==> src/memPkg.sv <==
`default_nettype none

package memPkg;

    localparam int DataWidth = 32;              // word size
    localparam int AddrWidth = 32;              // byte address size
    localparam int StrbWidth = DataWidth / 8;   // one strobe per byte lane

    typedef logic [DataWidth-1:0] word_t;       // instruction, register or bus word
    typedef logic [AddrWidth-1:0] addr_t;
    typedef logic [StrbWidth-1:0] strb_t;
    typedef logic [1:0]           axiResp_t;    // OKAY, EXOKAY, SLVERR, DECERR

    // op codes as the core's decoder issues them
    typedef enum logic [3:0] {
        OpNone = 4'd0,
        OpLb   = 4'd1,
        OpLh   = 4'd2,
        OpLw   = 4'd3,
        OpLbu  = 4'd4,
        OpLhu  = 4'd5,
        OpSb   = 4'd6,
        OpSh   = 4'd7,
        OpSw   = 4'd8
    } memOp_t;

    // one pass per instruction, RETIRE is the only unfrozen state
    typedef enum logic [1:0] {
        FETCH  = 2'd0,
        DATA   = 2'd1,
        ACCESS = 2'd2,
        RETIRE = 2'd3
    } handlerState_t;

    typedef struct packed {
        logic   isLoad;
        logic   isStore;
        memOp_t op;
        addr_t  addr;
        word_t  wdata;      // already narrowed to the low lanes
        strb_t  wstrb;
    } memReq_t;

    typedef struct packed {
        logic  valid;       // held until done
        logic  write;
        addr_t addr;
        word_t wdata;
        strb_t wstrb;
    } busReq_t;

    typedef struct packed {
        logic  done;        // single cycle pulse
        word_t rdata;       // valid with done on reads
    } busRsp_t;

    typedef struct packed {
        logic  awvalid;
        addr_t awaddr;
        logic  wvalid;
        word_t wdata;
        strb_t wstrb;
        logic  bready;
        logic  arvalid;
        addr_t araddr;
        logic  rready;
    } axiM2S_t;

    typedef struct packed {
        logic     awready;
        logic     wready;
        logic     bvalid;
        axiResp_t bresp;
        logic     arready;
        logic     rvalid;
        word_t    rdata;
        axiResp_t rresp;
    } axiS2M_t;

endpackage

`default_nettype wire

==> src/memReqDecode.sv <==
`timescale 1ns/1ps
`default_nettype none

module memReqDecode (
    input  wire logic           memRead_i,
    input  wire logic           memWrite_i,
    input  wire logic           memSource_i,    // high selects the FPU register file
    input  wire memPkg::memOp_t memOp_i,
    input  wire memPkg::addr_t  aluAddress_i,
    input  wire memPkg::word_t  regData_i,
    input  wire memPkg::word_t  fpuData_i,
    output memPkg::memReq_t     req_o
);

    memPkg::word_t srcData;     // store data before narrowing
    memPkg::word_t storeData;
    memPkg::strb_t storeStrb;

    assign srcData = memSource_i ? fpuData_i : regData_i;

    // narrow to the low lanes with matching strobes
    always_comb begin
        case (memOp_i)
            memPkg::OpSb: begin
                storeData = {{(memPkg::DataWidth-8){1'b0}}, srcData[7:0]};
                storeStrb = 4'b0001;
            end
            memPkg::OpSh: begin
                storeData = {{(memPkg::DataWidth-16){1'b0}}, srcData[15:0]};
                storeStrb = 4'b0011;
            end
            memPkg::OpSw: begin
                storeData = srcData;
                storeStrb = 4'b1111;
            end
            default: begin
                // bad store op writes a zero word
                storeData = '0;
                storeStrb = 4'b1111;
            end
        endcase
    end

    always_comb begin
        req_o.isStore = memWrite_i;
        req_o.isLoad  = memRead_i && !memWrite_i;   // write wins over read
        req_o.op      = memOp_i;
        req_o.addr    = aluAddress_i;
        req_o.wdata   = storeData;
        req_o.wstrb   = storeStrb;
    end

endmodule

`default_nettype wire

==> src/memSequencer.sv <==
`timescale 1ns/1ps
`default_nettype none

module memSequencer (
    input  wire logic            clk,
    input  wire logic            nrst,
    input  wire memPkg::addr_t   pc_i,
    input  wire memPkg::memReq_t req_i,
    output memPkg::busReq_t      busReq_o,
    input  wire memPkg::busRsp_t busRsp_i,
    output memPkg::word_t        instruction_o,
    output memPkg::word_t        regData_o,
    output logic                 freeze_o
);

    memPkg::handlerState_t state;
    memPkg::handlerState_t stateNext;
    memPkg::memReq_t       accReq;      // access fields taken in DATA
    logic                  busDone;

    // sign or zero extension of the low lanes
    function automatic memPkg::word_t formatLoad(
        input memPkg::memOp_t op,
        input memPkg::word_t  raw
    );
        memPkg::word_t result;
        case (op)
            memPkg::OpLb:  result = {{24{raw[7]}}, raw[7:0]};
            memPkg::OpLh:  result = {{16{raw[15]}}, raw[15:0]};
            memPkg::OpLw:  result = raw;
            memPkg::OpLbu: result = {24'b0, raw[7:0]};
            memPkg::OpLhu: result = {16'b0, raw[15:0]};
            default:       result = '0;     // not a load op
        endcase
        return result;
    endfunction

    assign busDone = busRsp_i.done;

    always_comb begin
        stateNext = state;
        case (state)
            memPkg::FETCH: begin
                if (busDone) begin
                    stateNext = memPkg::DATA;
                end
            end
            memPkg::DATA: begin
                // single decision cycle on the core's controls
                if (req_i.isLoad || req_i.isStore) begin
                    stateNext = memPkg::ACCESS;
                end else begin
                    stateNext = memPkg::RETIRE;
                end
            end
            memPkg::ACCESS: begin
                if (busDone) begin
                    stateNext = memPkg::RETIRE;
                end
            end
            memPkg::RETIRE: stateNext = memPkg::FETCH;
            default:        stateNext = memPkg::FETCH;
        endcase
    end

    always_ff @(posedge clk) begin
        if (!nrst) begin
            state         <= memPkg::FETCH;
            instruction_o <= '0;
            regData_o     <= '0;
        end else begin
            state <= stateNext;
            if (state == memPkg::FETCH && busDone) begin
                instruction_o <= busRsp_i.rdata;
            end
            if (state == memPkg::ACCESS && busDone && accReq.isLoad) begin
                regData_o <= formatLoad(accReq.op, busRsp_i.rdata);  // holds otherwise
            end
        end
    end

    // core may move its inputs once ACCESS has started
    always_ff @(posedge clk) begin
        if (state == memPkg::DATA) begin
            accReq <= req_i;
        end
    end

    always_comb begin
        busReq_o = '0;
        case (state)
            memPkg::FETCH: begin
                busReq_o.valid = 1'b1;
                busReq_o.addr  = pc_i;      // pc is steady while frozen
            end
            memPkg::ACCESS: begin
                busReq_o.valid = 1'b1;
                busReq_o.write = accReq.isStore;
                busReq_o.addr  = accReq.addr;
                busReq_o.wdata = accReq.wdata;
                busReq_o.wstrb = accReq.wstrb;
            end
            default: busReq_o = '0;
        endcase
    end

    assign freeze_o = (state != memPkg::RETIRE);

    assert property (@(posedge clk) disable iff (!nrst)
        busReq_o.valid && !busRsp_i.done |=> $stable(busReq_o))
        else $error("memSequencer: bus request changed before done");

endmodule

`default_nettype wire

==> src/memBusMaster.sv <==
`timescale 1ns/1ps
`default_nettype none

module memBusMaster (
    input  wire logic            clk,
    input  wire logic            nrst,
    input  wire memPkg::busReq_t busReq_i,
    output memPkg::busRsp_t      busRsp_o,
    output memPkg::axiM2S_t      axiM_o,
    input  wire memPkg::axiS2M_t axiS_i
);

    typedef enum logic [1:0] {
        BusIdle  = 2'd0,
        BusWrite = 2'd1,    // AW, W and B in flight
        BusRead  = 2'd2,    // AR then R
        BusDone  = 2'd3     // done pulse
    } busState_t;

    busState_t     state;
    logic          awvalidQ;
    logic          wvalidQ;
    logic          breadyQ;
    logic          arvalidQ;
    logic          rreadyQ;
    memPkg::addr_t addrQ;       // shared by AW and AR
    memPkg::word_t wdataQ;
    memPkg::strb_t wstrbQ;
    memPkg::word_t rdataQ;

    always_ff @(posedge clk) begin
        if (!nrst) begin
            state    <= BusIdle;
            awvalidQ <= 1'b0;
            wvalidQ  <= 1'b0;
            breadyQ  <= 1'b0;
            arvalidQ <= 1'b0;
            rreadyQ  <= 1'b0;
        end else begin
            case (state)
                BusIdle: begin
                    if (busReq_i.valid && busReq_i.write) begin
                        awvalidQ <= 1'b1;   // address and data go out together
                        wvalidQ  <= 1'b1;
                        breadyQ  <= 1'b1;
                        state    <= BusWrite;
                    end else if (busReq_i.valid) begin
                        arvalidQ <= 1'b1;
                        state    <= BusRead;
                    end
                end
                BusWrite: begin
                    if (awvalidQ && axiS_i.awready) begin
                        awvalidQ <= 1'b0;
                    end
                    if (wvalidQ && axiS_i.wready) begin
                        wvalidQ <= 1'b0;
                    end
                    if (breadyQ && axiS_i.bvalid) begin
                        breadyQ <= 1'b0;    // bresp ignored
                        state   <= BusDone;
                    end
                end
                BusRead: begin
                    if (arvalidQ && axiS_i.arready) begin
                        arvalidQ <= 1'b0;
                        rreadyQ  <= 1'b1;
                    end
                    if (rreadyQ && axiS_i.rvalid) begin
                        rreadyQ <= 1'b0;
                        state   <= BusDone;
                    end
                end
                default: state <= BusIdle;
            endcase
        end
    end

    always_ff @(posedge clk) begin
        if (state == BusIdle && busReq_i.valid) begin
            addrQ  <= busReq_i.addr;
            wdataQ <= busReq_i.wdata;
            wstrbQ <= busReq_i.wstrb;
        end
        if (rreadyQ && axiS_i.rvalid) begin
            rdataQ <= axiS_i.rdata;     // rresp ignored
        end
    end

    always_comb begin
        axiM_o.awvalid = awvalidQ;
        axiM_o.awaddr  = addrQ;
        axiM_o.wvalid  = wvalidQ;
        axiM_o.wdata   = wdataQ;
        axiM_o.wstrb   = wstrbQ;
        axiM_o.bready  = breadyQ;
        axiM_o.arvalid = arvalidQ;
        axiM_o.araddr  = addrQ;
        axiM_o.rready  = rreadyQ;
    end

    assign busRsp_o.done  = (state == BusDone);
    assign busRsp_o.rdata = rdataQ;

    // a slave response only answers the transaction in flight
    property answerInFlight(valid, ready);
        @(posedge clk) disable iff (!nrst)
        valid |-> ready;
    endproperty

    assert property (answerInFlight(axiS_i.bvalid, axiM_o.bready))
        else $error("memBusMaster: bvalid without a write in flight");
    assert property (answerInFlight(axiS_i.rvalid, axiM_o.rready))
        else $error("memBusMaster: rvalid without a read in flight");

endmodule

`default_nettype wire

==> src/memoryHandler.sv <==
`timescale 1ns/1ps
`default_nettype none

module memoryHandler (
    input  wire logic            clk,
    input  wire logic            nrst,
    input  wire memPkg::addr_t   pc_i,
    input  wire logic            memRead_i,
    input  wire logic            memWrite_i,
    input  wire memPkg::memOp_t  memOp_i,
    input  wire logic            memSource_i,   // store from FPU registers
    input  wire memPkg::addr_t   aluAddress_i,
    input  wire memPkg::word_t   regData_i,
    input  wire memPkg::word_t   fpuData_i,
    output memPkg::word_t        instruction_o,
    output memPkg::addr_t        pcOut_o,
    output memPkg::word_t        regData_o,
    output logic                 freeze_o,
    output memPkg::axiM2S_t      axiM_o,
    input  wire memPkg::axiS2M_t axiS_i
);

    memPkg::memReq_t memReq;
    memPkg::busReq_t busReq;
    memPkg::busRsp_t busRsp;

    assign pcOut_o = pc_i;  // passes straight through

    memReqDecode memReqDecode_inst (
        .memRead_i    (memRead_i),
        .memWrite_i   (memWrite_i),
        .memSource_i  (memSource_i),
        .memOp_i      (memOp_i),
        .aluAddress_i (aluAddress_i),
        .regData_i    (regData_i),
        .fpuData_i    (fpuData_i),
        .req_o        (memReq)
    );

    memSequencer memSequencer_inst (
        .clk           (clk),
        .nrst          (nrst),
        .pc_i          (pc_i),
        .req_i         (memReq),
        .busReq_o      (busReq),
        .busRsp_i      (busRsp),
        .instruction_o (instruction_o),
        .regData_o     (regData_o),
        .freeze_o      (freeze_o)
    );

    memBusMaster memBusMaster_inst (
        .clk      (clk),
        .nrst     (nrst),
        .busReq_i (busReq),
        .busRsp_o (busRsp),
        .axiM_o   (axiM_o),
        .axiS_i   (axiS_i)
    );

endmodule

`default_nettype wire

==> config.mk <==
export PLATFORM = sky130hd
export DESIGN_NAME = memoryHandler
export DESIGN_NICKNAME = d
export VERILOG_FILES = /design/src/memPkg.sv /design/src/memReqDecode.sv /design/src/memSequencer.sv /design/src/memBusMaster.sv /design/src/memoryHandler.sv
export SDC_FILE = /design/constraint.sdc
export NUM_CORES = 1
export LEC_CHECK = 0
export ABC_AREA = 1
export BUFFER_PORTS_ARGS = -buffer_cell sky130_fd_sc_hd__buf_4
export CAP_MARGIN = 20
export CORE_ASPECT_RATIO = 1.5
export CORE_UTILIZATION = 45
export CTS_CLUSTER_SIZE = 16
export DETAILED_ROUTE_END_ITERATION = 8
export PLACE_DENSITY = 0.84
export SLEW_MARGIN = 40
export SYNTH_ARGS = -nofsm -noshare
export SYNTH_HDL_FRONTEND = slang
export SYNTH_SLANG_ARGS = --single-unit
export TNS_END_PERCENT = 50
==> constraint.sdc <==
create_clock -name clk -period 5.55 [get_ports clk]
set_input_delay 0.555 -clock clk [delete_from_list [all_inputs] [get_ports clk]]
set_output_delay 0.555 -clock clk [all_outputs]
set_load 0.02 [all_outputs]
==> flow_summary.yaml <==
run_status:
  status: "finished clean"
routing:
  drc: 0
  detail_route.vias_per_cell: 4.96
  num_vias: 7350
  wl_per_cell_um: 17.2
  dr.first_iter.drc_count: 299
  routed_wl_mm: 25.5
  firstDrtPassIters: 5
  drtAntennaViolNets: 0
worst_setup_path:
  reg2reg_from: "memSequencer_inst.state[0]$_SDFFE_PN0P_"
  cp-startpoint: "memSequencer_inst.state[0]$_SDFFE_PN0P_"
  arrival_ps: 2970
  path_class: "reg2reg"
  end_kind: "flop"
  critPathLaunchType: "flop"
  path_cells: "inv_1 > ha_2 > buf_4 > nand3_1 > buf_4 > inv_2 > nand3_1 > a21oi_1"
  crit_family: "buffers and inverters"
  slowest_stage: "buf_4"
  cp_max_fo: 70
  worst-path-buf-inv: 4
  cp_data_required_time_ps: 5970
  cp_slowest_stage_delay_ps: 560
global_routing:
  antenna_found_initial: 1
  grt_max_degree: 71
  grt_usage_pct: 22.2
  grt_pass1_vias: 7434
  grt_pass1_wl_mm: 38.1
  grt-ovfl-total: 0
power:
  pwr-share-clk_pct: 23.6
  p_int_mw: 4.17
  power_frac_seq_pct: 43.3
  p_leak_nw: 5.75
  switching_share_pct: 33.9
  switchingPower_mw: 2.14
  power_density_mw_per_mm2: 481
  pwr-share-comb_pct: 33.2
  ir_drop_mv: 0.322
cts:
  clk_pin_slew_ps: 70
  cts_buffers: 23
  cts_resized: 0
  post_cts_buffers: 0
  clock_latency_ps: 500
  cts_hold_buf: 0
  cts_tree: "done"
  htreeDepth: 1
  clkSinkCount: 244
  clockRootBuffer: "clkbuf_16"
  clockBufferDepth: 3
yosys:
  synth_top_area_share_pct: 52.0
  ys_seq_area_share_pct: 66.8
  yosysWarnings: 0
  syn-cell-area_mm2: 0.00987
  syn_area_per_cell_um2: 11.0
  synth_cells: 896
  ys_ff_latch: 244
  yosys.cell_types.count: 30
  syn_nets: 1082
  synth.area.top_cells: "edfxtp_1 (52%), dfxtp_1 (15%), nand2_1 (6.2%)"
  yosysTopAreaCell: "edfxtp_1"
sta:
  timing.final.crit_period_ps: 2550
  tns_ps: 0
  timing.final.ws_setup_ps: 3000
  fmax_ghz: 0.392
  finalHoldViolations: 0
  post-route-period-util_pct: 46.0
  skew_ps: 15.5
  finalSetupViolCount: 0
  tightest_slew_ps: 757
  maxSlewHeadroom_pct: 49.5
  rsz0062_at_grt: "no"
  slew_violations: 0
floorplanning:
  die_area_mm2: 0.0225
  io_pins: 380
  die_h_um: 183
  row_count: 66
  core_area_mm2: 0.0216
  start_util_pct: 45.6
  die_x_um: 123
placed_design:
  io_buffer_count: 375
  pre_cts_ws_ps: 2990
  routabilityCongestion: 0.870
  dp_hpwl_mm: 18.2
layout:
  nFillCells: 1727
  areaGrowthSynthToFinish_pct: 32.8
  drive_gt1_share_pct: 37.1
  nets: 1378
job:
  cap_violations: 0
worst_hold_path:
  worstHoldStart: "aluAddress_i[17]"
  min_path_type: "in2reg"
==> worst paths after layout <==
path / cells past startpoint / slack, ps / endpoint
max: 8 / 3000 / memSequencer_inst.regData_o[6]$_SDFFE_PN0P_
min: 1 / 220 / memSequencer_inst.accReq[53]$_DFFE_PP_
min reg2reg: 2 / 460 / memBusMaster_inst.wvalidQ$_SDFFE_PN0P_
max reg2reg: 8 / 3000 / memSequencer_inst.regData_o[6]$_SDFFE_PN0P_
==> power groups by stage <==
stage	combinational (mW)	sequential [mW]	clock [mW]
final	2.09	2.73	1.49
after global routing	2.25	2.78	1.58
after CTS	2.11	2.73	1.51
after detailed placement	2.10	2.77	0
after global placement	2.05	2.75	0
after floorplan	0.944	3.13	0
==> sequential cells by signal, summed over array words and instances (netlist names) <==
signal / count
memBusMaster_inst.wdataQ: 32
memSequencer_inst.regData_o: 32
memSequencer_inst.state: 2
memSequencer_inst.accReq: 72
memBusMaster_inst.addrQ: 32
memBusMaster_inst.awvalidQ: 1
memBusMaster_inst.breadyQ: 1
memBusMaster_inst.rdataQ: 32
memBusMaster_inst.state: 2
memSequencer_inst.instruction_o: 32
memBusMaster_inst.rreadyQ: 1
memBusMaster_inst.arvalidQ: 1
memBusMaster_inst.wstrbQ: 3
memBusMaster_inst.wvalidQ: 1
==> layout make-up <==
class	instances	area, µm²	area share [%]
flip-flops and latches	244	6600	50.3
repair buffers	384	2890	22.0
multi-input cells	477	2340	17.8
clock buffers	34	678	5.17
well taps	272	340	2.60
inverters	62	233	1.78
clock inverters	7	32.5	0.248
diodes	1	2.50	0.0191
==> cells in the final DEF, fill, tap and decap left out, drive strengths merged, types with 3 or more instances in the layout <==
cell / Yosys / final
o21ai: 42 / 42
ha: 8 / 8
dfxtp: 73 / 73
nor3: 16 / 16
a21oi: 57 / 57
nand4: 3 / 3
clkbuf: 25 / 34
a22o: 32 / 32
nand2: 173 / 173
edfxtp: 171 / 171
inv: 62 / 62
nor2: 112 / 112
clkinv: 0 / 6
nand3: 31 / 31
buf: 88 / 384
==> per-stage QoR <==
stage	power [mW]	instance area, µm²	instances	utilization [%]	hold slack [ps]
after floorplan	4.07	9870	896	-	440
after detailed placement	4.87	12400	1438	57.2	452
after global placement	4.79	12400	1438	57.2	452
after global routing	6.61	13100	1480	60.6	206
after CTS	6.35	13100	1479	60.5	204
final	6.31	13100	1481	60.6	222
==> cell families after synthesis <==
logic type / share of synthesized area, %
adders and majority gates: 1.01
DFF: 66.8
buffers and inverters: 9.72
and+or+nand+nor: 14.0
AOI/OAI and AO/OA: 8.47
==> metal layers <==
layer  track usage [%]  share of wire, %  vias to the layer above
li1                  -                 -                     3537
met1              22.4                34                     3428
met2              42.4                55                      330
met3              5.29               8.1                       55
met4              8.73               3.2                        0
met5                 0                 0                        -
==> cell usage after synthesis (all sizes together) <==
| master | n |
|---|---|
| nor2 | 112 |
| buf | 88 |
| ha | 8 |
| clkbuf | 25 |
| dfxtp | 73 |
| a21oi | 57 |
| nand2 | 173 |
| or2 | 1 |
| o22ai | 1 |
| a22o | 32 |
| nand3 | 31 |
| inv | 62 |
| o21ai | 42 |
| edfxtp | 171 |
| a221oi | 1 |
| nand4 | 3 |
| nor3 | 16 |
Power figures use the tool's default switching activity.
